--- config.mk ---
export PLATFORM = sky130hd
export DESIGN_NAME = biu_axi_lite_flat
export DESIGN_NICKNAME = d
export VERILOG_FILES = /design/src/biu_pkg.sv /design/src/biu_if.sv /design/src/axi_lite_if.sv /design/src/biu_axi_lite.sv /design/src/flat_wrapper.sv
export SDC_FILE = /design/constraint.sdc
export NUM_CORES = 1
export LEC_CHECK = 0
export BUFFER_PORTS_ARGS = -buffer_cell sky130_fd_sc_hd__buf_2
export CAP_MARGIN = 20
export CELL_PAD_IN_SITES_DETAIL_PLACEMENT = 0
export CELL_PAD_IN_SITES_GLOBAL_PLACEMENT = 1
export CORE_UTILIZATION = 27
export CTS_CLUSTER_SIZE = 10
export DETAILED_ROUTE_END_ITERATION = 10
export PLACE_DENSITY_LB_ADDON = 0.1
export SLEW_MARGIN = 15
export SYNTH_ARGS = -nofsm -noshare
export SYNTH_HDL_FRONTEND = slang
export SYNTH_SLANG_ARGS = --single-unit
--- constraint.sdc ---
create_clock -name clk_i -period 2.8 [get_ports clk_i]
set_input_delay 0.42 -clock clk_i [delete_from_list [all_inputs] [get_ports clk_i]]
set_output_delay 0.42 -clock clk_i [all_outputs]
set_load 0.1 [all_outputs]
--- src/biu_pkg.sv ---
//////////////////////////////
// Shared widths, attribute encodings and memory depth for the
// data memory path. Imported by every module of the data side,
// the two bus interfaces and the testbench
//////////////////////////////

package biu_pkg;

  //////////////////////////////
  // Widths

  // Data word width
  localparam int XLEN = 32;

  // Physical address width
  localparam int PLEN = 32;

  // One write strobe per byte lane
  localparam int STRB_W = XLEN / 8;

  //////////////////////////////
  // On-chip RAM

  // Depth in words, higher word addresses give SLVERR
  localparam int MEM_WORDS = 256;

  // Word index bits inside the RAM
  localparam int MEM_AW = $clog2(MEM_WORDS);

  //////////////////////////////
  // Request attributes

  // Transfer size; DWORD is reserved on a 32 bit path and is rejected
  typedef enum logic [2:0] {
    BYTE  = 3'b000,
    HWORD = 3'b001,
    WORD  = 3'b010,
    DWORD = 3'b011
  } biu_size_t;

  // Burst type, only SINGLE is served
  typedef enum logic [2:0] {
    SINGLE = 3'b000,
    INCR   = 3'b001,
    WRAP4  = 3'b010,
    INCR4  = 3'b011,
    WRAP8  = 3'b100,
    INCR8  = 3'b101,
    WRAP16 = 3'b110,
    INCR16 = 3'b111
  } biu_type_t;

  // Protection, bit for bit the same as AxPROT
  typedef struct packed {
    logic instr;   // bit 2, instruction access
    logic nonsec;  // bit 1, non-secure access
    logic priv;    // bit 0, privileged access
  } biu_prot_t;

  //////////////////////////////
  // AXI response codes
  localparam logic [1:0] AXI_RESP_OKAY   = 2'b00;
  localparam logic [1:0] AXI_RESP_SLVERR = 2'b10;

endpackage

--- src/biu_if.sv ---
//////////////////////////////
// Strobe/acknowledge link between the request holding stage
// and the bus interface unit. A request moves when stb and
// stb_ack are both high; ack pulses once per transfer
//////////////////////////////

interface biu_if import biu_pkg::*; ();

  // Request strobe and its acceptance
  logic            stb;
  logic            stb_ack;

  // Request attributes and write data
  logic [PLEN-1:0] adr;
  biu_size_t       size;
  biu_type_t       btype;
  biu_prot_t       prot;
  logic            we;
  logic [XLEN-1:0] d;

  // Response, q and err qualified by ack
  logic [XLEN-1:0] q;
  logic            ack;
  logic            err;

  // Request side
  modport dext (
    output stb, adr, size, btype, prot, we, d,
    input  stb_ack, q, ack, err
  );

  // Bus interface side
  modport biu (
    input  stb, adr, size, btype, prot, we, d,
    output stb_ack, q, ack, err
  );

endinterface

--- src/axi_lite_if.sv ---
//////////////////////////////
// AXI4-Lite bundle with the five channels.
// The master modport goes to the bus interface unit,
// the slave modport to the on-chip RAM
//////////////////////////////

interface axi_lite_if import biu_pkg::*; ();

  // Write address channel
  logic              awvalid;
  logic              awready;
  logic [PLEN-1:0]   awaddr;
  logic [2:0]        awprot;

  // Write data channel
  logic              wvalid;
  logic              wready;
  logic [XLEN-1:0]   wdata;
  logic [STRB_W-1:0] wstrb;

  // Write response channel
  logic              bvalid;
  logic              bready;
  logic [1:0]        bresp;

  // Read address channel
  logic              arvalid;
  logic              arready;
  logic [PLEN-1:0]   araddr;
  logic [2:0]        arprot;

  // Read data channel
  logic              rvalid;
  logic              rready;
  logic [XLEN-1:0]   rdata;
  logic [1:0]        rresp;

  modport master (
    output awvalid, awaddr, awprot, wvalid, wdata, wstrb, bready,
    output arvalid, araddr, arprot, rready,
    input  awready, wready, bvalid, bresp, arready, rvalid, rdata, rresp
  );

  modport slave (
    input  awvalid, awaddr, awprot, wvalid, wdata, wstrb, bready,
    input  arvalid, araddr, arprot, rready,
    output awready, wready, bvalid, bresp, arready, rvalid, rdata, rresp
  );

endinterface

--- src/biu_axi_lite.sv ---
//////////////////////////////
// Bus interface unit. Takes one strobe request at a time and
// runs it as a single AXI4-Lite read or write. Bad burst type,
// reserved size or misalignment is answered locally
//////////////////////////////

module biu_axi_lite import biu_pkg::*;
(
  input  logic       clk_i,
  input  logic       rst_ni,
  biu_if.biu         biu,
  axi_lite_if.master axi
);

  typedef enum logic [1:0] {
    ST_IDLE,
    ST_BUS,
    ST_LERR
  } state_t;

  state_t            state_q;
  state_t            state_d;

  // Request accepted in this cycle
  logic              accept;
  logic              align_err;
  logic              local_err;

  // Address and write data phases already done
  logic              adr_done_q;
  logic              w_done_q;

  // Bus response seen for the current transfer
  logic              bus_resp;
  logic [1:0]        resp;

  // Latched request
  logic [PLEN-1:0]   req_adr_q;
  logic [XLEN-1:0]   req_d_q;
  biu_size_t         req_size_q;
  biu_prot_t         req_prot_q;
  logic              req_we_q;
  logic [STRB_W-1:0] wstrb;

  //////////////////////////////
  // Acceptance and local checks

  // Only idle takes a new request
  assign biu.stb_ack = (state_q == ST_IDLE);
  assign accept      = biu.stb & biu.stb_ack;

  // Natural alignment per size, reserved sizes fail
  always_comb
  begin
    case (biu.size)
      BYTE:    align_err = 1'b0;
      HWORD:   align_err = biu.adr[0];
      WORD:    align_err = |biu.adr[1:0];
      default: align_err = 1'b1;
    endcase
  end

  assign local_err = align_err | (biu.btype != SINGLE);

  always_ff @(posedge clk_i)
  begin
    if (accept)
    begin
      req_adr_q  <= biu.adr;
      req_d_q    <= biu.d;
      req_size_q <= biu.size;
      req_prot_q <= biu.prot;
      req_we_q   <= biu.we;
    end
  end

  //////////////////////////////
  // FSM
  always_ff @(posedge clk_i)
  begin
    if (!rst_ni)
      state_q <= ST_IDLE;
    else
      state_q <= state_d;
  end

  always_comb
  begin
    state_d = state_q;
    case (state_q)
      ST_IDLE:
        if (accept)
          state_d = local_err ? ST_LERR : ST_BUS;
      ST_BUS:
        if (bus_resp)
          state_d = ST_IDLE;
      default:
        state_d = ST_IDLE;
    endcase
  end

  // Phase flags cleared whenever not on the bus
  always_ff @(posedge clk_i)
  begin
    if (!rst_ni || state_q != ST_BUS)
    begin
      adr_done_q <= 1'b0;
      w_done_q   <= 1'b0;
    end
    else
    begin
      if ((axi.awvalid && axi.awready) || (axi.arvalid && axi.arready))
        adr_done_q <= 1'b1;
      if (axi.wvalid && axi.wready)
        w_done_q <= 1'b1;
    end
  end

  //////////////////////////////
  // AXI channels

  // Byte lanes from size and low address bits
  always_comb
  begin
    case (req_size_q)
      BYTE:    wstrb = STRB_W'(1) << req_adr_q[1:0];
      HWORD:   wstrb = STRB_W'(3) << {req_adr_q[1], 1'b0};
      default: wstrb = '1;
    endcase
  end

  assign axi.awvalid = (state_q == ST_BUS) & req_we_q & ~adr_done_q;
  assign axi.awaddr  = req_adr_q;
  assign axi.awprot  = req_prot_q;
  assign axi.wvalid  = (state_q == ST_BUS) & req_we_q & ~w_done_q;
  assign axi.wdata   = req_d_q;
  assign axi.wstrb   = wstrb;
  assign axi.arvalid = (state_q == ST_BUS) & ~req_we_q & ~adr_done_q;
  assign axi.araddr  = req_adr_q;
  assign axi.arprot  = req_prot_q;

  // Responses always taken
  assign axi.bready = 1'b1;
  assign axi.rready = 1'b1;

  //////////////////////////////
  // Response to the request side
  assign bus_resp = (state_q == ST_BUS) & (req_we_q ? axi.bvalid : axi.rvalid);
  assign resp     = req_we_q ? axi.bresp : axi.rresp;

  assign biu.ack = bus_resp | (state_q == ST_LERR);
  assign biu.err = (state_q == ST_LERR) | (bus_resp & (resp == AXI_RESP_SLVERR));
  assign biu.q   = axi.rdata;

endmodule

--- src/flat_wrapper.sv ---
// flat-port wrapper written by rule: the top's interface ports become plain ports
module biu_axi_lite_flat import biu_pkg::*;
  (clk_i, rst_ni, biu_stb, biu_adr, biu_size, biu_btype, biu_prot, biu_we, biu_d, biu_stb_ack, biu_q, biu_ack, biu_err, axi_awvalid, axi_awaddr, axi_awprot, axi_wvalid, axi_wdata, axi_wstrb, axi_bready, axi_arvalid, axi_araddr, axi_arprot, axi_rready, axi_awready, axi_wready, axi_bvalid, axi_bresp, axi_arready, axi_rvalid, axi_rdata, axi_rresp);
  biu_if biu_i ();
  axi_lite_if axi_i ();
  input  logic clk_i;
  input  logic rst_ni;
  input wire logic [$bits(biu_i.stb)-1:0] biu_stb;
  input wire logic [$bits(biu_i.adr)-1:0] biu_adr;
  input wire logic [$bits(biu_i.size)-1:0] biu_size;
  input wire logic [$bits(biu_i.btype)-1:0] biu_btype;
  input wire logic [$bits(biu_i.prot)-1:0] biu_prot;
  input wire logic [$bits(biu_i.we)-1:0] biu_we;
  input wire logic [$bits(biu_i.d)-1:0] biu_d;
  output wire logic [$bits(biu_i.stb_ack)-1:0] biu_stb_ack;
  output wire logic [$bits(biu_i.q)-1:0] biu_q;
  output wire logic [$bits(biu_i.ack)-1:0] biu_ack;
  output wire logic [$bits(biu_i.err)-1:0] biu_err;
  output wire logic [$bits(axi_i.awvalid)-1:0] axi_awvalid;
  output wire logic [$bits(axi_i.awaddr)-1:0] axi_awaddr;
  output wire logic [$bits(axi_i.awprot)-1:0] axi_awprot;
  output wire logic [$bits(axi_i.wvalid)-1:0] axi_wvalid;
  output wire logic [$bits(axi_i.wdata)-1:0] axi_wdata;
  output wire logic [$bits(axi_i.wstrb)-1:0] axi_wstrb;
  output wire logic [$bits(axi_i.bready)-1:0] axi_bready;
  output wire logic [$bits(axi_i.arvalid)-1:0] axi_arvalid;
  output wire logic [$bits(axi_i.araddr)-1:0] axi_araddr;
  output wire logic [$bits(axi_i.arprot)-1:0] axi_arprot;
  output wire logic [$bits(axi_i.rready)-1:0] axi_rready;
  input wire logic [$bits(axi_i.awready)-1:0] axi_awready;
  input wire logic [$bits(axi_i.wready)-1:0] axi_wready;
  input wire logic [$bits(axi_i.bvalid)-1:0] axi_bvalid;
  input wire logic [$bits(axi_i.bresp)-1:0] axi_bresp;
  input wire logic [$bits(axi_i.arready)-1:0] axi_arready;
  input wire logic [$bits(axi_i.rvalid)-1:0] axi_rvalid;
  input wire logic [$bits(axi_i.rdata)-1:0] axi_rdata;
  input wire logic [$bits(axi_i.rresp)-1:0] axi_rresp;
  assign biu_i.stb = biu_stb;
  assign biu_i.adr = biu_adr;
  assign biu_i.size = biu_size;
  assign biu_i.btype = biu_btype;
  assign biu_i.prot = biu_prot;
  assign biu_i.we = biu_we;
  assign biu_i.d = biu_d;
  assign biu_stb_ack = biu_i.stb_ack;
  assign biu_q = biu_i.q;
  assign biu_ack = biu_i.ack;
  assign biu_err = biu_i.err;
  assign axi_awvalid = axi_i.awvalid;
  assign axi_awaddr = axi_i.awaddr;
  assign axi_awprot = axi_i.awprot;
  assign axi_wvalid = axi_i.wvalid;
  assign axi_wdata = axi_i.wdata;
  assign axi_wstrb = axi_i.wstrb;
  assign axi_bready = axi_i.bready;
  assign axi_arvalid = axi_i.arvalid;
  assign axi_araddr = axi_i.araddr;
  assign axi_arprot = axi_i.arprot;
  assign axi_rready = axi_i.rready;
  assign axi_i.awready = axi_awready;
  assign axi_i.wready = axi_wready;
  assign axi_i.bvalid = axi_bvalid;
  assign axi_i.bresp = axi_bresp;
  assign axi_i.arready = axi_arready;
  assign axi_i.rvalid = axi_rvalid;
  assign axi_i.rdata = axi_rdata;
  assign axi_i.rresp = axi_rresp;
  biu_axi_lite u_core (.clk_i(clk_i), .rst_ni(rst_ni), .biu(biu_i), .axi(axi_i));
endmodule
==> reports/qor.yml, run 1 <==
swShare_pct: 38.4
dp_hpwl_mm: 5.20
grt_pass1_wl_mm: 9.20
p_int_mw: 1.92
initial_core_util_pct: 28.2
maxSlewHeadroom_pct: 66.0
slowest_stage: "edfxtp_1"
rsz0062_at_grt: "false"
skew_ps: 5.67
r2r_cells: 3
seq_power_share_pct: 42.5
crit_chain: "mux2_4, inv_2, o31ai_2, buf_2"
cts_setup_buffers: 0
fmax_ghz: 0.446
drv_slew: 0
ant_nets: 0
num_vias: 1823
grt_max_degree: 44
cts_buffer_depth: 2
worstPathMaxFanout: 9
grt_overflow_total: 0
diodes: 0
maxCapViolCount: 0
hold_ws_ps: 250
fin_nets: 439
routedWlPerCell_um: 14.3
placementRows: 37
place_ws_ps: 923
r2r_start: "u_core.state_q[1]$_SDFFE_PN0P_"
yosys_warnings: 0
vias_per_cell: 3.95
setup_ws_ps: 560
crit_family: "flip-flops"
post-route-period-util_pct: 80.0
dp.cells: 446
antenna_found_initial: 0
numPortBuffers: 197
comb_power_share_pct: 28.3
path_clk_slew_ps: 80
clk_latency_ps: 330
power.density_nw_per_um2: 813
drtPass1Iterations: 4
tightest_slew_ps: 514
crit_buf_inv: 2
cts_buffers: 9
worstSetupStartpointType: "flop"
status: "complete, no violations"
track_usage_pct: 11.2
endpoint_kind: "output pin"
timing.rr.end: "u_core.axi.wdata[14]$_DFFE_PP_"
stdcell_count: 462
cts.repair.resized: 0
fp.dieArea_um2: 11400
p_leak_nw: 1.68
yosys.cell_types.count: 24
critPathKind: "reg2out"
final_util_pct: 36.7
syn_avg_cell_area_um2: 16.3
h-tree-depth: 3
first_iter_violations: 32
worstPathRequired_ps: 2380
vdd_drop_max_mv: 0.259
fp.dieW_um: 107
drc: 0
timing.final.crit_period_ps: 2240
hold_violations: 0
hold_start: "biu_adr[8]"
coreArea_um2: 10500
area_delta_synth_final_pct: 30.0
root_buffer: "clkbuf_8"
min_delay_path_depth: 1
cp.arrival_ps: 1820
fill_cells: 1047
gp_congestion: 0.675
drive_above_1_share_pct: 67.8
hp-class: "in2reg"
finalSetupViolations: 0
grt_pass1_vias: 1798
holdBufCountCts: 0
switchingPower_mw: 1.20
clkPwrFrac_pct: 29.2
cp_slowest_stage_delay_ps: 520
wl_mm: 6.61
synthCells: 181
fin_total_pwr_mw: 3.12
r2r_slack_ps: 1230
whs_endpoint: "u_core.axi.araddr[8]$_DFFE_PP_"
yosysSeqAreaShare_pct: 74.9
cts_tree: "done"
syn-cell-area_um2: 2950
cts_sinks: 75
pin_count: 264
die_h_um: 107
synth_seq_cells: 75
[metal layers]
layer | global-route usage (%) | wire (um) | up-vias | share of wire, %
met1 | 9.69 | 2160 | 823 | 33
li1 | - | - | 848 | -
met4 | 4.60 | 95 | 0 | 1.4
met3 | 5.82 | 756 | 13 | 11
met5 | 0 | 0 | - | 0
met2 | 21.3 | 3600 | 139 | 55
[worst max-delay path by stage]
stage	start	endpoint	slack [ps]	cells after the start
final	u_core.req_we_q$_DFFE_PP_	biu_err	560	4
after global routing	u_core.req_we_q$_DFFE_PP_	biu_err	450	4
after detailed placement	u_core.req_we_q$_DFFE_PP_	biu_err	920	4
after global placement	u_core.req_we_q$_DFFE_PP_	biu_err	940	4
after CTS	u_core.req_we_q$_DFFE_PP_	biu_err	530	4
after floorplan	u_core.state_q[0]$_SDFFE_PN0P_	axi_awvalid	-470	2
[state kept, by name, summed over array words and instances, names as in the netlist]
register           cells
u_core.adr_done_q      1
u_core.axi.araddr     32
u_core.axi.wdata      32
u_core.state_q         2
u_core.w_done_q        1
u_core.req_we_q        1
u_core.axi.arprot      3
u_core.req_size_q      3
[cell families (layout without fill, tap and decap cells)]
logic type      Yosys count  count (layout)  synth area share [%]
other cells               1               2                 0.127
buf+inv                  73             217                  18.3
mux                       1               1                 0.509
simple gates             19              19                  3.56
compound gates           12              12                  2.54
flops                    75              75                  74.9
[synthesized netlist by cell type]
cell type / number / share of area, %
edfxtp_1: 71 / 72
buf_4: 69 / 18
o21ai_0: 7 / 1.2
nor2_1: 6 / 0.76
dfxtp_1: 4 / 2.7
nor2b_1: 3 / 0.64
inv_1: 2 / 0.25
nand3_1: 2 / 0.34
nor3b_1: 2 / 0.51
a211oi_1: 1 / 0.25
a21oi_1: 1 / 0.17
a32oi_1: 1 / 0.30
and2_1: 1 / 0.21
buf_6: 1 / 0.38
conb_1: 1 / 0.13
inv_2: 1 / 0.13
mux2_4: 1 / 0.51
nand2b_1: 1 / 0.21
nand3b_1: 1 / 0.25
nor3_1: 1 / 0.17
nor4_1: 1 / 0.21
o22ai_1: 1 / 0.21
o31ai_2: 1 / 0.42
or2b_1: 1 / 0.25
[layout make-up]
| type | instances | area [um^2] | share of cell area, % |
|---|---|---|---|
| clock inverter | 6 | 90.1 | 2.35 |
| tap | 136 | 170 | 4.43 |
| sequential | 75 | 2210 | 57.6 |
| inverter | 3 | 11.3 | 0.293 |
| multi-input combinational | 34 | 220 | 5.74 |
| clock buffer | 10 | 128 | 3.33 |
| timing repair buffer | 198 | 1010 | 26.2 |
[cells in the final DEF (no fill, tap or decap), types with 3 or more instances in the layout]
cell      count
buf_2       197
o21ai_2       4
o21ai_0       3
edfxtp_1     71
nor2b_1       3
dfxtp_1       4
clkbuf_8      9
nor2_1        6
[power groups by stage]
stage	Combinational (mW)	Clock, mW	Sequential [mW]
after floorplan	0.572	0	1.77
after global placement	0.890	0	1.35
final	0.884	0.910	1.33
after CTS	0.890	0.951	1.33
after detailed placement	0.890	0	1.35
after global routing	0.908	0.990	1.33
[stage by stage]
stage,instance area [um^2],TNS [ps]
floorplan,2970,-29190
global placement,3620,0
detailed placement,3620,0
CTS,3840,0
global route,3840,0
finish,3840,0
Note: power is estimated with default switching activity, not from simulation.
==> run 2, diff against run 1 <==
--- a/config.mk
+++ b/config.mk
@@ -9,7 +9,7 @@
 export CAP_MARGIN = 20
 export CELL_PAD_IN_SITES_DETAIL_PLACEMENT = 0
 export CELL_PAD_IN_SITES_GLOBAL_PLACEMENT = 1
-export CORE_UTILIZATION = 27
+export CORE_UTILIZATION = 24
 export CTS_CLUSTER_SIZE = 10
 export DETAILED_ROUTE_END_ITERATION = 10
 export PLACE_DENSITY_LB_ADDON = 0.1
==> constraint.sdc (replaced) <==
create_clock -name clk_i -period 1.87 [get_ports clk_i]
set_input_delay 0.2805 -clock clk_i [delete_from_list [all_inputs] [get_ports clk_i]]
set_output_delay 0.2805 -clock clk_i [all_outputs]
set_load 0.1 [all_outputs]
==> run 2 against run 1 <==
Net effect: combinational power up 54%; critical endpoint unchanged; first-iteration DRC count grew 100%; largest cell class unchanged; routed wire length increased by 4.6%; sequential share of layout area decreased by 3.8 points; count of clock-buffer cells in the layout decreased by 1; largest power group unchanged; sequential cell count did not move.
==> reports/qor.yml, run 2 (synthesis gave the netlist of run 1 again) <==
status: "complete, no violations"
track_usage_pct: 10.5
drive_above_1_share_pct: 71.3
die_h_um: 113
grt_max_degree: 49
fin_tns_setup_ps: 0
crit_chain: "mux2_4, inv_2, o31ai_4, buf_12"
hold_ws_ps: 123
drc: 0
post-route-period-util_pct: 96.4
critPathKind: "reg2out"
p_int_mw: 3.30
worstPathMaxFanout: 5
worstSetupStartpointType: "flop"
initial_core_util_pct: 24.6
ant_nets: 0
min_delay_path_depth: 1
wl_mm: 6.92
coreArea_um2: 12000
mostFrequentLayoutCells: "buf_2 (192), edfxtp_1 (71), clkbuf_16 (9)"
drv_slew: 0
cts_buffer_depth: 2
drtPass1Iterations: 4
grt_overflow_total: 0
fin_area_um2: 4110
first_iter_violations: 65
holdBufCountCts: 0
clkPwrFrac_pct: 34.9
grt_pass1_vias: 1766
maxSlewHeadroom_pct: 65.4
crit_path_end: "biu_err"
pin_count: 264
dp_hpwl_mm: 5.28
grt_pass1_wl_mm: 9.60
clk_latency_ps: 330
root_buffer: "clkbuf_16"
p_leak_nw: 1.78
cp_slowest_stage_delay_ps: 470
rsz0062_at_grt: "true"
stdcell_count: 475
antenna_found_initial: 0
fin_nets: 442
hold_violations: 0
switchingPower_mw: 1.85
gp_congestion: 0.647
fp.dieArea_um2: 12700
fill_cells: 1195
seq_power_share_pct: 38.8
layout_commonest_cell: "buf_2"
h-tree-depth: 3
slowest_stage: "edfxtp_1"
area_delta_synth_final_pct: 39.2
num_vias: 1860
cts_buffers: 9
path_clk_slew_ps: 60
placed_area_um2: 3780
cp.arrival_ps: 1520
tightest_slew_ps: 523
cts_sinks: 75
routedWlPerCell_um: 14.6
cp-startpoint: "u_core.req_we_q$_DFFE_PP_"
endpoint_kind: "output pin"
timing.rr.end: "u_core.axi.wdata[10]$_DFFE_PP_"
r2r_cells: 3
r2r_start: "u_core.state_q[0]$_SDFFE_PN0P_"
cts_tree: "done"
skew_ps: 6.70
power.density_nw_per_um2: 1250
vias_per_cell: 3.92
placementRows: 40
comb_power_share_pct: 26.4
worstPathRequired_ps: 1590
fmax_ghz: 0.555
numPortBuffers: 197
maxCapViolCount: 0
timing.final.crit_period_ps: 1800
hp-class: "in2reg"
r2r_slack_ps: 610
dp.cells: 458
swShare_pct: 35.9
finalSetupViolations: 0
vdd_drop_max_mv: 0.625
diodes: 0
fp.dieW_um: 113
-- run 2: power by group through the flow --
stage / combinational (mW) / clock [mW] / sequential, mW
6_report: 1.36 / 1.79 / 1.99
5_1_grt: 1.39 / 1.92 / 2.00
4_1_cts: 1.36 / 1.87 / 2.00
3_5_place_dp: 1.36 / 0 / 2.03
3_3_place_gp: 1.36 / 0 / 2.03
2_1_floorplan: 0.871 / 0 / 2.65
-- run 2: worst max-delay path: cells and delay by family (launching register included) --
family	cells	cell delay, ps
compound gates	1	210
flops	1	470
mux	1	250
buf+inv	2	260
-- run 2: through the flow --
step                power (mW)  utilization (%)  worst slack [ps]
detailed placement        3.39             31.5               267
floorplan                 3.53                -              -301
finish                    5.14             34.2              67.7
global route              5.32             34.2             -15.7
global placement          3.39             31.5               311
CTS                       5.23             34.1              14.0
-- run 2: worst min path at each step --
stage,start,endpoint,slack (ps)
after floorplan,biu_adr[0],u_core.axi.araddr[0]$_DFFE_PP_,380
after global placement,biu_d[23],u_core.axi.wdata[23]$_DFFE_PP_,460
after detailed placement,biu_adr[30],u_core.axi.araddr[30]$_DFFE_PP_,460
after CTS,biu_adr[30],u_core.axi.araddr[30]$_DFFE_PP_,100
after global routing,biu_d[23],u_core.axi.wdata[23]$_DFFE_PP_,100
final,biu_d[25],u_core.axi.wdata[25]$_DFFE_PP_,120
-- run 2: layout make-up --
cell class                      count  area, um^2  area share, %
Sequential cell                    75        2210           53.9
Timing Repair Buffer              201        1090           26.6
Multi-Input combinational cell     34         302           7.34
Clock buffer                        9         225           5.48
Tap cell                          147         184           4.48
Clock inverter                      6        81.3           1.98
Inverter                            3        11.3          0.274
-- run 2: repair_timing --
item | 4_1_cts | 5_1_grt
pin swaps | 0 | 1
setup endpoints to repair | 6 | 1
setup buffers | 1 | 1
gates resized for setup | 2 | 0
-- run 2: layer usage --
metal	routed length, um	share of wire (%)	vias up	global-route usage [%]
met5	0	0	-	0
met4	161	2.3	0	5.53
met3	1040	15	14	8.03
met2	3460	50	146	17.8
met1	2260	33	842	8.89
li1	-	-	858	-
