===== src/biu_pkg.sv =====
//////////////////////////////
// Shared widths, attribute encodings and memory depth for the
// data memory path. Imported by every module of the data side,
// the two bus interfaces and the testbench
//////////////////////////////

package biu_pkg;

  //////////////////////////////
  // Widths

  // Data word width
  localparam int XLEN = 32;

  // Physical address width
  localparam int PLEN = 32;

  // One write strobe per byte lane
  localparam int STRB_W = XLEN / 8;

  //////////////////////////////
  // On-chip RAM

  // Depth in words, higher word addresses give SLVERR
  localparam int MEM_WORDS = 256;

  // Word index bits inside the RAM
  localparam int MEM_AW = $clog2(MEM_WORDS);

  //////////////////////////////
  // Request attributes

  // Transfer size; DWORD is reserved on a 32 bit path and is rejected
  typedef enum logic [2:0] {
    BYTE  = 3'b000,
    HWORD = 3'b001,
    WORD  = 3'b010,
    DWORD = 3'b011
  } biu_size_t;

  // Burst type, only SINGLE is served
  typedef enum logic [2:0] {
    SINGLE = 3'b000,
    INCR   = 3'b001,
    WRAP4  = 3'b010,
    INCR4  = 3'b011,
    WRAP8  = 3'b100,
    INCR8  = 3'b101,
    WRAP16 = 3'b110,
    INCR16 = 3'b111
  } biu_type_t;

  // Protection, bit for bit the same as AxPROT
  typedef struct packed {
    logic instr;   // bit 2, instruction access
    logic nonsec;  // bit 1, non-secure access
    logic priv;    // bit 0, privileged access
  } biu_prot_t;

  //////////////////////////////
  // AXI response codes
  localparam logic [1:0] AXI_RESP_OKAY   = 2'b00;
  localparam logic [1:0] AXI_RESP_SLVERR = 2'b10;

endpackage


===== src/biu_if.sv =====
//////////////////////////////
// Strobe/acknowledge link between the request holding stage
// and the bus interface unit. A request moves when stb and
// stb_ack are both high; ack pulses once per transfer
//////////////////////////////

interface biu_if import biu_pkg::*; ();

  // Request strobe and its acceptance
  logic            stb;
  logic            stb_ack;

  // Request attributes and write data
  logic [PLEN-1:0] adr;
  biu_size_t       size;
  biu_type_t       btype;
  biu_prot_t       prot;
  logic            we;
  logic [XLEN-1:0] d;

  // Response, q and err qualified by ack
  logic [XLEN-1:0] q;
  logic            ack;
  logic            err;

  // Request side
  modport dext (
    output stb, adr, size, btype, prot, we, d,
    input  stb_ack, q, ack, err
  );

  // Bus interface side
  modport biu (
    input  stb, adr, size, btype, prot, we, d,
    output stb_ack, q, ack, err
  );

endinterface


===== src/data_ext_access.sv =====
//////////////////////////////
// CPU data port front end. Passes a load/store straight to
// the bus interface when it is accepted at once, otherwise
// keeps a copy and presents it until stb_ack
//////////////////////////////

module data_ext_access import biu_pkg::*;
(
  input  logic            clk_i,
  input  logic            rst_ni,

  // CPU side
  input  logic            mem_req_i,
  input  logic [PLEN-1:0] mem_adr_i,
  input  biu_size_t       mem_size_i,
  input  biu_type_t       mem_type_i,
  input  biu_prot_t       mem_prot_i,
  input  logic            mem_we_i,
  input  logic [XLEN-1:0] mem_d_i,
  output logic [XLEN-1:0] mem_q_o,
  output logic            mem_ack_o,
  output logic            mem_err_o,

  // Towards the bus interface unit
  biu_if.dext             biu
);

  // Pending request not yet taken by the BIU
  logic            hold_req;

  // Copy of the last request
  logic [PLEN-1:0] hold_adr;
  biu_size_t       hold_size;
  biu_type_t       hold_type;
  biu_prot_t       hold_prot;
  logic            hold_we;
  logic [XLEN-1:0] hold_d;

  //////////////////////////////
  // Request capture

  // Every new request is copied, only used when not taken at once
  always_ff @(posedge clk_i)
  begin
    if (mem_req_i)
    begin
      hold_adr  <= mem_adr_i;
      hold_size <= mem_size_i;
      hold_type <= mem_type_i;
      hold_prot <= mem_prot_i;
      hold_we   <= mem_we_i;
      hold_d    <= mem_d_i;
    end
  end

  // Set by a request the BIU did not accept, dropped on stb_ack
  always_ff @(posedge clk_i)
  begin
    if (!rst_ni)
      hold_req <= 1'b0;
    else
      hold_req <= (mem_req_i | hold_req) & ~biu.stb_ack;
  end

  //////////////////////////////
  // Strobe side, held copy wins over the live inputs
  assign biu.stb   = mem_req_i | hold_req;
  assign biu.adr   = hold_req ? hold_adr  : mem_adr_i;
  assign biu.size  = hold_req ? hold_size : mem_size_i;
  assign biu.btype = hold_req ? hold_type : mem_type_i;
  assign biu.prot  = hold_req ? hold_prot : mem_prot_i;
  assign biu.we    = hold_req ? hold_we   : mem_we_i;
  assign biu.d     = hold_req ? hold_d    : mem_d_i;

  // Response goes back to the CPU unchanged
  assign mem_q_o   = biu.q;
  assign mem_ack_o = biu.ack;
  assign mem_err_o = biu.err;

endmodule


===== src/flat_wrapper.sv =====
// flat-port wrapper written by rule: the top's interface ports become plain ports
module data_ext_access_flat import biu_pkg::*;
  (clk_i, rst_ni, mem_req_i, mem_adr_i, mem_size_i, mem_type_i, mem_prot_i, mem_we_i, mem_d_i, mem_q_o, mem_ack_o, mem_err_o, biu_stb, biu_adr, biu_size, biu_btype, biu_prot, biu_we, biu_d, biu_stb_ack, biu_q, biu_ack, biu_err);
  biu_if biu_i ();
  input  logic clk_i;
  input  logic rst_ni;
  input  logic mem_req_i;
  input  logic [PLEN-1:0] mem_adr_i;
  input  biu_size_t mem_size_i;
  input  biu_type_t mem_type_i;
  input  biu_prot_t mem_prot_i;
  input  logic mem_we_i;
  input  logic [XLEN-1:0] mem_d_i;
  output logic [XLEN-1:0] mem_q_o;
  output logic mem_ack_o;
  output logic mem_err_o;
  output wire logic [$bits(biu_i.stb)-1:0] biu_stb;
  output wire logic [$bits(biu_i.adr)-1:0] biu_adr;
  output wire logic [$bits(biu_i.size)-1:0] biu_size;
  output wire logic [$bits(biu_i.btype)-1:0] biu_btype;
  output wire logic [$bits(biu_i.prot)-1:0] biu_prot;
  output wire logic [$bits(biu_i.we)-1:0] biu_we;
  output wire logic [$bits(biu_i.d)-1:0] biu_d;
  input wire logic [$bits(biu_i.stb_ack)-1:0] biu_stb_ack;
  input wire logic [$bits(biu_i.q)-1:0] biu_q;
  input wire logic [$bits(biu_i.ack)-1:0] biu_ack;
  input wire logic [$bits(biu_i.err)-1:0] biu_err;
  assign biu_stb = biu_i.stb;
  assign biu_adr = biu_i.adr;
  assign biu_size = biu_i.size;
  assign biu_btype = biu_i.btype;
  assign biu_prot = biu_i.prot;
  assign biu_we = biu_i.we;
  assign biu_d = biu_i.d;
  assign biu_i.stb_ack = biu_stb_ack;
  assign biu_i.q = biu_q;
  assign biu_i.ack = biu_ack;
  assign biu_i.err = biu_err;
  data_ext_access u_core (.clk_i(clk_i), .rst_ni(rst_ni), .mem_req_i(mem_req_i), .mem_adr_i(mem_adr_i), .mem_size_i(mem_size_i), .mem_type_i(mem_type_i), .mem_prot_i(mem_prot_i), .mem_we_i(mem_we_i), .mem_d_i(mem_d_i), .mem_q_o(mem_q_o), .mem_ack_o(mem_ack_o), .mem_err_o(mem_err_o), .biu(biu_i));
endmodule

===== config.mk =====
export PLATFORM = sky130hd
export DESIGN_NAME = data_ext_access_flat
export DESIGN_NICKNAME = d
export VERILOG_FILES = /design/src/biu_pkg.sv /design/src/biu_if.sv /design/src/data_ext_access.sv /design/src/flat_wrapper.sv
export SDC_FILE = /design/constraint.sdc
export NUM_CORES = 1
export LEC_CHECK = 0
export BUFFER_PORTS_ARGS = -buffer_cell sky130_fd_sc_hd__buf_4
export CAP_MARGIN = 40
export CORE_AREA = 4 4 97 99
export DETAILED_ROUTE_END_ITERATION = 16
export DIE_AREA = 0 0 101 103
export GPL_TIMING_DRIVEN = 0
export PLACE_DENSITY = 0.85
export SYNTH_ARGS = -nofsm -noshare
export SYNTH_HDL_FRONTEND = slang
export SYNTH_SLANG_ARGS = --single-unit

===== constraint.sdc =====
create_clock -name clk_i -period 1.5 [get_ports clk_i]
set_clock_uncertainty 0.15 [all_clocks]
set_input_delay 0.075 -clock clk_i [delete_from_list [all_inputs] [get_ports clk_i]]
set_output_delay 0.075 -clock clk_i [all_outputs]
set_load 0.1 [all_outputs]

==> results.toml, run 1 <==
[route]
dr.pass1.iters = 4
vias = 2686
finalWirelength_um = 10900
ant_nets = 0
route.detailed.drc = 0
viasPerCell = 4.61
drt_iter0_markers = 62
wire_per_inst_um = 18.7

[synthesis]
ys_warn_count = 0
syn-instance-count = 193
synth_cell_types = 9
synth_top_family_by_area = "multiplexers"
netlist_area_um2 = 3610
ys_seq_elements = 75
yosysSeqAreaShare_pct = 62.1
synthAdderAreaFrac_pct = 0
yosysTopAreaCellShare_pct = 61.5
synth.area.top_cells = "edfxtp_1, mux2_4, mux2_2"
synth_compound_area_share_pct = 0
synth_top_area_cell = "edfxtp_1"
syn_avg_cell_area_um2 = 18.7
synth-simple-area-share_pct = 0.416
syn_nets = 305
synth_xor_area_share_pct = 0
synthMuxAreaShare_pct = 28.3

[hold_path]
hold_path.class = "input port to flip-flop"
min_from = "mem_req_i"
min_to = "u_core.hold_d[22]$_DFFE_PP_"
whs_path_depth = 2

[global_route]
grt_overflow = 0
first_global_vias = 3085
grt_pass1_wl_um = 16500
grt_use_total_pct = 20.9
grt_util_met2_pct = 37.5
grt.met3_usage_pct = 6.16
met1_usage_pct = 23.9
antenna_found_initial = 0
grt.busiest_layer = "met2"
grt_max_degree = 61

[place]
place_ws_ns = -0.0187
port_buffers = 186
dpl.hpwl_um = 6160
postPlaceCellArea_um2 = 5170
gp_congestion = 0.655

[timing]
rsz0062_at_grt = "yes"
maxSlewViolCount = 0
setup_ws_ns = -0.240
final.period_utilization_pct = 116
final_hold_viol_count = 0
finalSetupViolCount = 75
max-slew-margin-rel_pct = 50.1
whs_ns = 0.128
worst_pin_slew_ns = 0.747
fin_crit_ns = 1.74
clock.fmax_mhz = 575

[clocking]
insertion_delay_ns = 0.34
cts-htree-levels = 3
clock-sinks = 75
cts_tree = "built"
root_buffer = "clkbuf_8"
cts_buffers = 9
path_clk_slew_ns = 0.08
clockBufferDepth = 2

[cells_and_area]
mostFrequentLayoutCells = "buf_4, dlygate4sd3_1, edfxtp_1, buf_12, mux2_4"
final_common_cell = "buf_4"
synthToLayoutAreaGrowth_pct = 94.1
fillers = 389
ff_latch_area_um2 = 2250
multiInputGateArea_um2 = 1050
design_area_um2 = 7010
drive_gt1_share_pct = 67.8
nNetsFinal = 582
num_antenna_cells = 0

[die]
ios = 221
dieArea_um2 = 10400
die_x_um = 101
die-height_um = 103
rows = 34
core_area_um2 = 8550
start_util_pct = 42.2

[power_and_ir_drop]
pwr_density_cell_nw_per_um2 = 1020
leakagePower_nw = 3.05
ir_drop_mv = 0.710

[worst_setup_path]
cp.required_ns = 1.27
reg2reg_from = "u_core.hold_req$_SDFF_PN0_"
crit_type = "flip-flop to output port"
path_max_fanout = 10
crit_arrival_ns = 1.51
reg2regPathDepth = 4
crit_path_start_kind = "flip-flop"
end_kind = "output port"
rr_endpoint = "u_core.hold_req$_SDFF_PN0_"
r2r_setup_slack_ns = 0.18

[job]
cap_violations = 0

[run_status]
violations = "negative setup slack"
status = "complete, but fails checks"
[critical path: stages (launching register included)]
cell and delay [ns]:
dfxtp_4 0.38, buf_12 0.14, buf_12 0.15, mux2_4 0.33
buf_12 0.17
[cell usage after synthesis]
cell       n
and3b_1    1
buf_2      2
buf_4     34
buf_6      6
dfxtp_1    1
edfxtp_1  74
mux2_2    24
mux2_4    50
or2_1      1
[how the worst max path moves through the flow]
stage,start,to
detailed placement,u_core.hold_req$_SDFF_PN0_,biu_adr[27]
global route,u_core.hold_req$_SDFF_PN0_,biu_d[29]
global placement,mem_req_i,biu_stb
finish,u_core.hold_req$_SDFF_PN0_,biu_d[28]
floorplan,u_core.hold_req$_SDFF_PN0_,u_core.hold_req$_SDFF_PN0_
CTS,u_core.hold_req$_SDFF_PN0_,biu_adr[27]
[final cells by class]
| cell class | instances | area share, % |
|---|---|---|
| Buffer | 42 | 5.57 |
| Clock buffer | 9 | 1.77 |
| Clock inverter | 7 | 0.982 |
| Multi-Input combinational cell | 76 | 15.0 |
| Sequential cell | 75 | 32.0 |
| Tap cell | 108 | 1.93 |
| Timing Repair Buffer | 266 | 42.7 |
[repair_timing]
action                                 4_1_cts  5_1_grt
pin swaps                                    1        0
cloned                                       1        0
gates resized for setup                    207        0
setup buffers                                1        0
setup endpoints to repair                   75       75
hold buffers                                77        0
endpoints found under the hold margin       90        0
[report_power, final]
part / leakage, nW / switching, W / internal (W)
logic: 2.22 / 0.00197 / 0.00116
registers: 0.733 / 0.0000548 / 0.00248
clock network: 0.0966 / 0.000759 / 0.000762
total: 3.05 / 0.00278 / 0.00440
[cells by family after synthesis]
family / count (synthesis)
multiplexers: 74
buffers and inverters: 42
flip-flops: 75
AND/OR/NAND/NOR: 2
[state kept, by name, summed over array words and instances, names as in the netlist]
signal and cells:
u_core.hold_adr 32, u_core.hold_type 3, u_core.hold_we 1, u_core.hold_req 1, u_core.hold_prot 3, u_core.hold_d 32, u_core.hold_size 3
[through the flow]
step	total power, W	utilization (%)	TNS [ns]	std cells
final	0.00718	82.0	-16.06	583
after global routing	0.00740	82.0	-20.72	583
after CTS	0.00717	82.0	-17.67	583
after detailed placement	0.00507	60.5	-0.196	488
after global placement	0.00503	60.1	-0.0592	487
after floorplan	0.00450	-	0	193
[routing by layer]
metal | routed length (µm) | vias up
li1 | - | 1255
met1 | 3940 | 1269
met2 | 5800 | 147
met3 | 950 | 15
met4 | 182 | 0
met5 | 0 | -
Power figures use the tool's default switching activity.
==> run 2: changes to the inputs <==
--- a/config.mk
+++ b/config.mk
@@ -5,13 +5,14 @@
 export SDC_FILE = /design/constraint.sdc
 export NUM_CORES = 1
 export LEC_CHECK = 0
+export ABC_AREA = 1
 export BUFFER_PORTS_ARGS = -buffer_cell sky130_fd_sc_hd__buf_4
 export CAP_MARGIN = 40
-export CORE_AREA = 4 4 97 99
+export CORE_AREA = 4 4 96 98
 export DETAILED_ROUTE_END_ITERATION = 16
-export DIE_AREA = 0 0 101 103
+export DIE_AREA = 0 0 100 102
 export GPL_TIMING_DRIVEN = 0
-export PLACE_DENSITY = 0.85
+export PLACE_DENSITY = 0.84
 export SYNTH_ARGS = -nofsm -noshare
 export SYNTH_HDL_FRONTEND = slang
 export SYNTH_SLANG_ARGS = --single-unit
==> results.toml, run 2 <==
[cells_and_area]
drive_gt1_share_pct = 54.0
nNetsFinal = 742
num_antenna_cells = 0
ff_latch_area_um2 = 2250
fillers = 337
largest_registers = "u_core.hold_adr: 32 flops, u_core.hold_d: 32 flops"
mostFrequentLayoutCells = "buf_4, nand2_1, nand2_2, dlygate4sd3_1, edfxtp_1"
layout.cells.non_filler = 743
multiInputGateArea_um2 = 1120
synthToLayoutAreaGrowth_pct = 113
final_common_cell = "buf_4"

[global_route]
grt_pass1_wl_um = 19300
grt_max_degree = 76
grt_overflow = 0
grt_use_total_pct = 24.5
first_global_vias = 3900
antenna_found_initial = 0

[synthesis]
synth-edff-count = 74
ys_async_sr_fraction_pct = 0
ys_warn_count = 0
yosysTopAreaCellShare_pct = 64.7
syn_nets = 465
synth-main-ff-cell = "edfxtp_1"
ys_seq_elements = 75
netlist_area_um2 = 3430
synth_common_cells = "nand2_1, edfxtp_1, buf_4, buf_2"
synth_cell_types = 9
yosysSeqAreaShare_pct = 65.3
syn-instance-count = 353
synth_top_area_cell = "edfxtp_1"
synth.area.top_cells = "edfxtp_1, nand2_1, buf_4"
syn_avg_cell_area_um2 = 9.73
synth.most_common_cell = "nand2_1"

[timing]
fin_setup_tns_ns = -7.53
clock.fmax_mhz = 604
final.period_utilization_pct = 110
fin_crit_ns = 1.66
final_hold_viol_count = 0
maxSlewViolCount = 0
worst_pin_slew_ns = 0.698
max-slew-margin-rel_pct = 53.4
rsz0062_at_grt = "yes"
setup_ws_ns = -0.155
finalSetupViolCount = 73

[route]
route.detailed.drc = 0
vias = 3550
wire_per_inst_um = 18.3
ant_nets = 0
drt_iter0_markers = 126
dr.pass1.iters = 5
viasPerCell = 4.78
finalWirelength_um = 13600

[power_and_ir_drop]
clkPwrFrac_pct = 23.9
p_comb_share_pct = 43.0
seqPwrFrac_pct = 33.1
leakagePower_nw = 3.36
ir_drop_mv = 0.815
pwr_density_cell_nw_per_um2 = 1050
p_switching_w = 0.00298
p_int_w = 0.00470
p_sw_share_pct = 38.8

[die]
start_util_pct = 40.6
core_area_um2 = 8470
dieArea_um2 = 10200
ios = 221
die_x_um = 100
rows = 34
die-height_um = 102

[clocking]
cts-htree-levels = 3
cts_buffers = 9
insertion_delay_ns = 0.34
clockBufferDepth = 2
cts_tree = "built"
clock-sinks = 75
path_clk_slew_ns = 0.08
root_buffer = "clkbuf_8"

[worst_setup_path]
end_kind = "output port"
cp.required_ns = 1.27
crit_arrival_ns = 1.43
path_delay_family = "buffers and inverters"
crit_slowest_cell = "dfxtp_4"
crit_path_start_kind = "flip-flop"
worst_path_largest_cell_delay_ns = 0.39
path_max_fanout = 10
critPathBufInv = 3
crit_chain = "buf_8 -> buf_6 -> nand2_1 -> nand2_2 -> buf_12"
crit_type = "flip-flop to output port"

[place]
port_buffers = 186
place_ws_ns = -0.0604
gp_congestion = 0.743
dp_cells = 647
dpl.hpwl_um = 6870

[run_status]
violations = "negative setup slack"
status = "complete, but fails checks"

[job]
cap_violations = 0

[hold_path]
hold_path.class = "input port to flip-flop"
## run 2: worst reg2reg max path: cells and delay by family, from the launching register on
| family | cells | cell delay [ns] |
|---|---|---|
| and+or+nand+nor | 2 | 0.21 |
| DFF | 1 | 0.37 |
| buffers and inverters | 1 | 0.15 |
## run 2: per-layer routing
| metal | wire [µm] | share of wire (%) | GRT usage (%) | vias to the layer above |
|---|---|---|---|---|
| met2 | 7340 | 54 | 46.2 | 195 |
| li1 | - | - | - | 1645 |
| met5 | 0 | 0 | 0 | - |
| met3 | 1220 | 8.9 | 7.17 | 41 |
| met4 | 474 | 3.5 | 11.1 | 0 |
| met1 | 4570 | 34 | 25.0 | 1669 |
## run 2: repair_timing
item | CTS | global route
setup endpoints to repair | 75 | 75
pin swaps | 0 | 5
gates cloned | 0 | 3
hold buffers | 76 | 0
hold endpoints to repair | 75 | 0
resized for setup | 242 | 38
setup buffers | 1 | 0
## run 2: kinds of logic (layout without fill, tap and decap cells)
group / Yosys count / in the layout / share of synthesized area (%)
simple gates: 225 / 225 / 24.6
flops: 75 / 75 / 65.3
buf+inv: 53 / 335 / 10.1
## run 2: path summary, 6_finish.rpt
kind / start / to / slack (ns) / cells past startpoint
max: u_core.hold_req$_SDFF_PN0_ / biu_d[17] / -0.16 / 5
max reg2reg: u_core.hold_req$_SDFF_PN0_ / u_core.hold_req$_SDFF_PN0_ / 0.51 / 3
min reg2reg: u_core.hold_req$_SDFF_PN0_ / u_core.hold_req$_SDFF_PN0_ / 0.59 / 3
min: mem_req_i / u_core.hold_d[21]$_DFFE_PP_ / 0.11 / 1
## run 2: through the flow
stage	cell area, µm²	util [%]	hold WS [ns]	total power (W)
global route	7310	86.4	0.116	0.00791
CTS	7110	83.9	0.121	0.00755
floorplan	3610	-	0.0239	0.00449
detailed placement	5140	60.7	0.114	0.00510
finish	7310	86.4	0.105	0.00768
global placement	5140	60.7	0.113	0.00507
## run 2: final cells by class
cell class | instances | area share [%]
Timing Repair Buffer | 266 | 42.4
Sequential cell | 75 | 30.7
Multi-Input combinational cell | 225 | 15.3
Buffer | 50 | 6.38
Tap cell | 108 | 1.85
Clock buffer | 9 | 1.69
Clock inverter | 7 | 1.45
Inverter | 3 | 0.222
## run 2: power groups by stage
stage                     Sequential (W)  Clock [W]  Combinational, W
after floorplan                  0.00256          0           0.00193
after global placement           0.00257          0           0.00251
after detailed placement         0.00258          0           0.00252
after CTS                        0.00253    0.00183           0.00319
after global routing             0.00255    0.00196           0.00339
final                            0.00254    0.00183           0.00331
==> run 3: changes to the inputs <==
--- a/config.mk
+++ b/config.mk
@@ -6,9 +6,10 @@
 export NUM_CORES = 1
 export LEC_CHECK = 0
 export ABC_AREA = 1
-export BUFFER_PORTS_ARGS = -buffer_cell sky130_fd_sc_hd__buf_4
+export BUFFER_PORTS_ARGS = -buffer_cell sky130_fd_sc_hd__buf_2
 export CAP_MARGIN = 40
 export CORE_AREA = 4 4 96 98
+export CTS_CLUSTER_SIZE = 16
 export DETAILED_ROUTE_END_ITERATION = 16
 export DIE_AREA = 0 0 100 102
 export GPL_TIMING_DRIVEN = 0
==> results.toml, run 3 (synthesis gave the netlist of run 2 again) <==
[timing]
max-slew-margin-rel_pct = 66.1
rsz0062_at_grt = "yes"
clock.fmax_mhz = 586
final.period_utilization_pct = 114
finalSetupViolCount = 75
setup_ws_ns = -0.205
final_hold_viol_count = 0
fin_crit_ns = 1.71
worst_pin_slew_ns = 0.512
maxSlewViolCount = 0
whs_ns = 0.173

[worst_setup_path]
crit_type = "flip-flop to output port"
end_kind = "output port"
crit_path_start_kind = "flip-flop"
path_max_fanout = 5
crit_chain = "inv_8 -> buf_12 -> buf_8 -> nand2_1 -> nand2_2 -> buf_12"
cp_common_cell = "buf_12"
crit_arrival_ns = 1.48
r2r_setup_slack_ns = 0.38
worst_path_largest_cell_delay_ns = 0.42
crit_slowest_cell = "dfxtp_4"
cp.required_ns = 1.27

[cells_and_area]
utilization_pct = 89.2
fillers = 328
drive_gt1_share_pct = 59.1
synthToLayoutAreaGrowth_pct = 120
nNetsFinal = 750
mostFrequentLayoutCells = "buf_2, nand2_1, dlygate4sd3_1, buf_12, edfxtp_1"
layout.cells.non_filler = 752
design_area_um2 = 7550
final_common_cell = "buf_2"
largest_registers = "u_core.hold_adr: 32 flops, u_core.hold_d: 32 flops"

[die]
core_area_um2 = 8470
start_util_pct = 40.6
die_x_um = 100
dieArea_um2 = 10200
ios = 221
die-height_um = 102
rows = 34

[clocking]
root_buffer = "clkbuf_8"
cts_buffers = 9
cts-htree-levels = 3
clock-sinks = 75
insertion_delay_ns = 0.35
clockBufferDepth = 2
path_clk_slew_ns = 0.09
cts_tree = "built"

[route]
wire_per_inst_um = 20.8
ant_nets = 0
dr.pass1.iters = 4
route.detailed.drc = 0
drt_iter0_markers = 138
finalWirelength_um = 15600
viasPerCell = 4.97
vias = 3739

[global_route]
grt_pass1_wl_um = 19200
grt_use_total_pct = 24.7
grt_overflow = 0
first_global_vias = 3791
grt_max_degree = 76
antenna_found_initial = 0

[place]
gp_congestion = 0.723
postPlaceCellArea_um2 = 4680
port_buffers = 186
dp_cells = 647
dpl.hpwl_um = 6600

[power_and_ir_drop]
pwr_density_cell_nw_per_um2 = 1070
ir_drop_mv = 0.789
leakagePower_nw = 3.45

[job]
cap_violations = 0

[run_status]
violations = "negative setup slack"
status = "complete, but fails checks"

[hold_path]
hold_path.class = "input port to flip-flop"
run 3: cell types whose count changed in the layout (fill, tap and decap cells not counted), moves of 4 or more:
cell	before	now
buf_12	66	76
buf_2	1	110
nand2_1	135	109
nand2_2	77	70
buf_4	145	38
buf_6	14	6
nand2_4	11	44
clkbuf_16	3	7
run 3: cell type report:
type / count / area, µm² / area share [%]
repair buffers: 274 / 3050 / 40.4
diodes: 1 / 2.50 / 0.0331
multi-input cells: 225 / 1360 / 18.0
clock buffers: 12 / 155 / 2.05
flip-flops and latches: 75 / 2250 / 29.7
clock inverters: 4 / 120 / 1.59
well taps: 108 / 135 / 1.79
plain buffers: 50 / 464 / 6.15
inverters: 3 / 18.8 / 0.248
run 3: path summary, 6_finish.rpt:
path,startpoint,to,cells past startpoint
setup / recovery,u_core.hold_req$_SDFF_PN0_,biu_d[15],6
hold / removal,mem_req_i,u_core.hold_prot[0]$_DFFE_PP_,2
setup reg to reg,u_core.hold_req$_SDFF_PN0_,u_core.hold_req$_SDFF_PN0_,4
hold reg to reg,u_core.hold_req$_SDFF_PN0_,u_core.hold_req$_SDFF_PN0_,4
run 3: metrics by stage:
stage | worst slack [ns] | TNS, ns | total power (W)
finish | -0.205 | -10.40 | 0.00810
global route | -0.252 | -14.22 | 0.00831
CTS | -0.137 | -8.06 | 0.00779
detailed placement | -0.210 | -11.37 | 0.00490
global placement | -0.644 | -33.27 | 0.00487
floorplan | 0.0325 | 0 | 0.00449
run 3: timing repair:
item | CTS | global route
endpoints found under the setup margin | 75 | 75
buffers inserted | 1 | 2
gates resized for setup | 333 | 104
hold endpoints to repair | 75 | 3
pin swaps | 0 | 16
hold buffers | 76 | 1
cloned | 0 | 7
run 3: power by group:
part | total, W | internal, W | switching, W | leakage [nW]
Sequential | 0.00255 | 0.00248 | 0.0000672 | 0.733
Combinational | 0.00342 | 0.00116 | 0.00226 | 2.58
Clock | 0.00213 | 0.00137 | 0.000766 | 0.137
run 3: critical path: cells and delay by family (launching register included):
| kind | cells | cell delay, ns |
|---|---|---|
| buf+inv | 4 | 0.50 |
| simple gates | 2 | 0.21 |
| flops | 1 | 0.42 |
run 3: routing by layer:
| metal | part of all wire, % | global-route usage [%] |
|---|---|---|
| met5 | 0 | 0 |
| met4 | 4.9 | 13.2 |
| met3 | 8.6 | 6.48 |
| met2 | 54 | 46.3 |
| met1 | 33 | 24.9 |
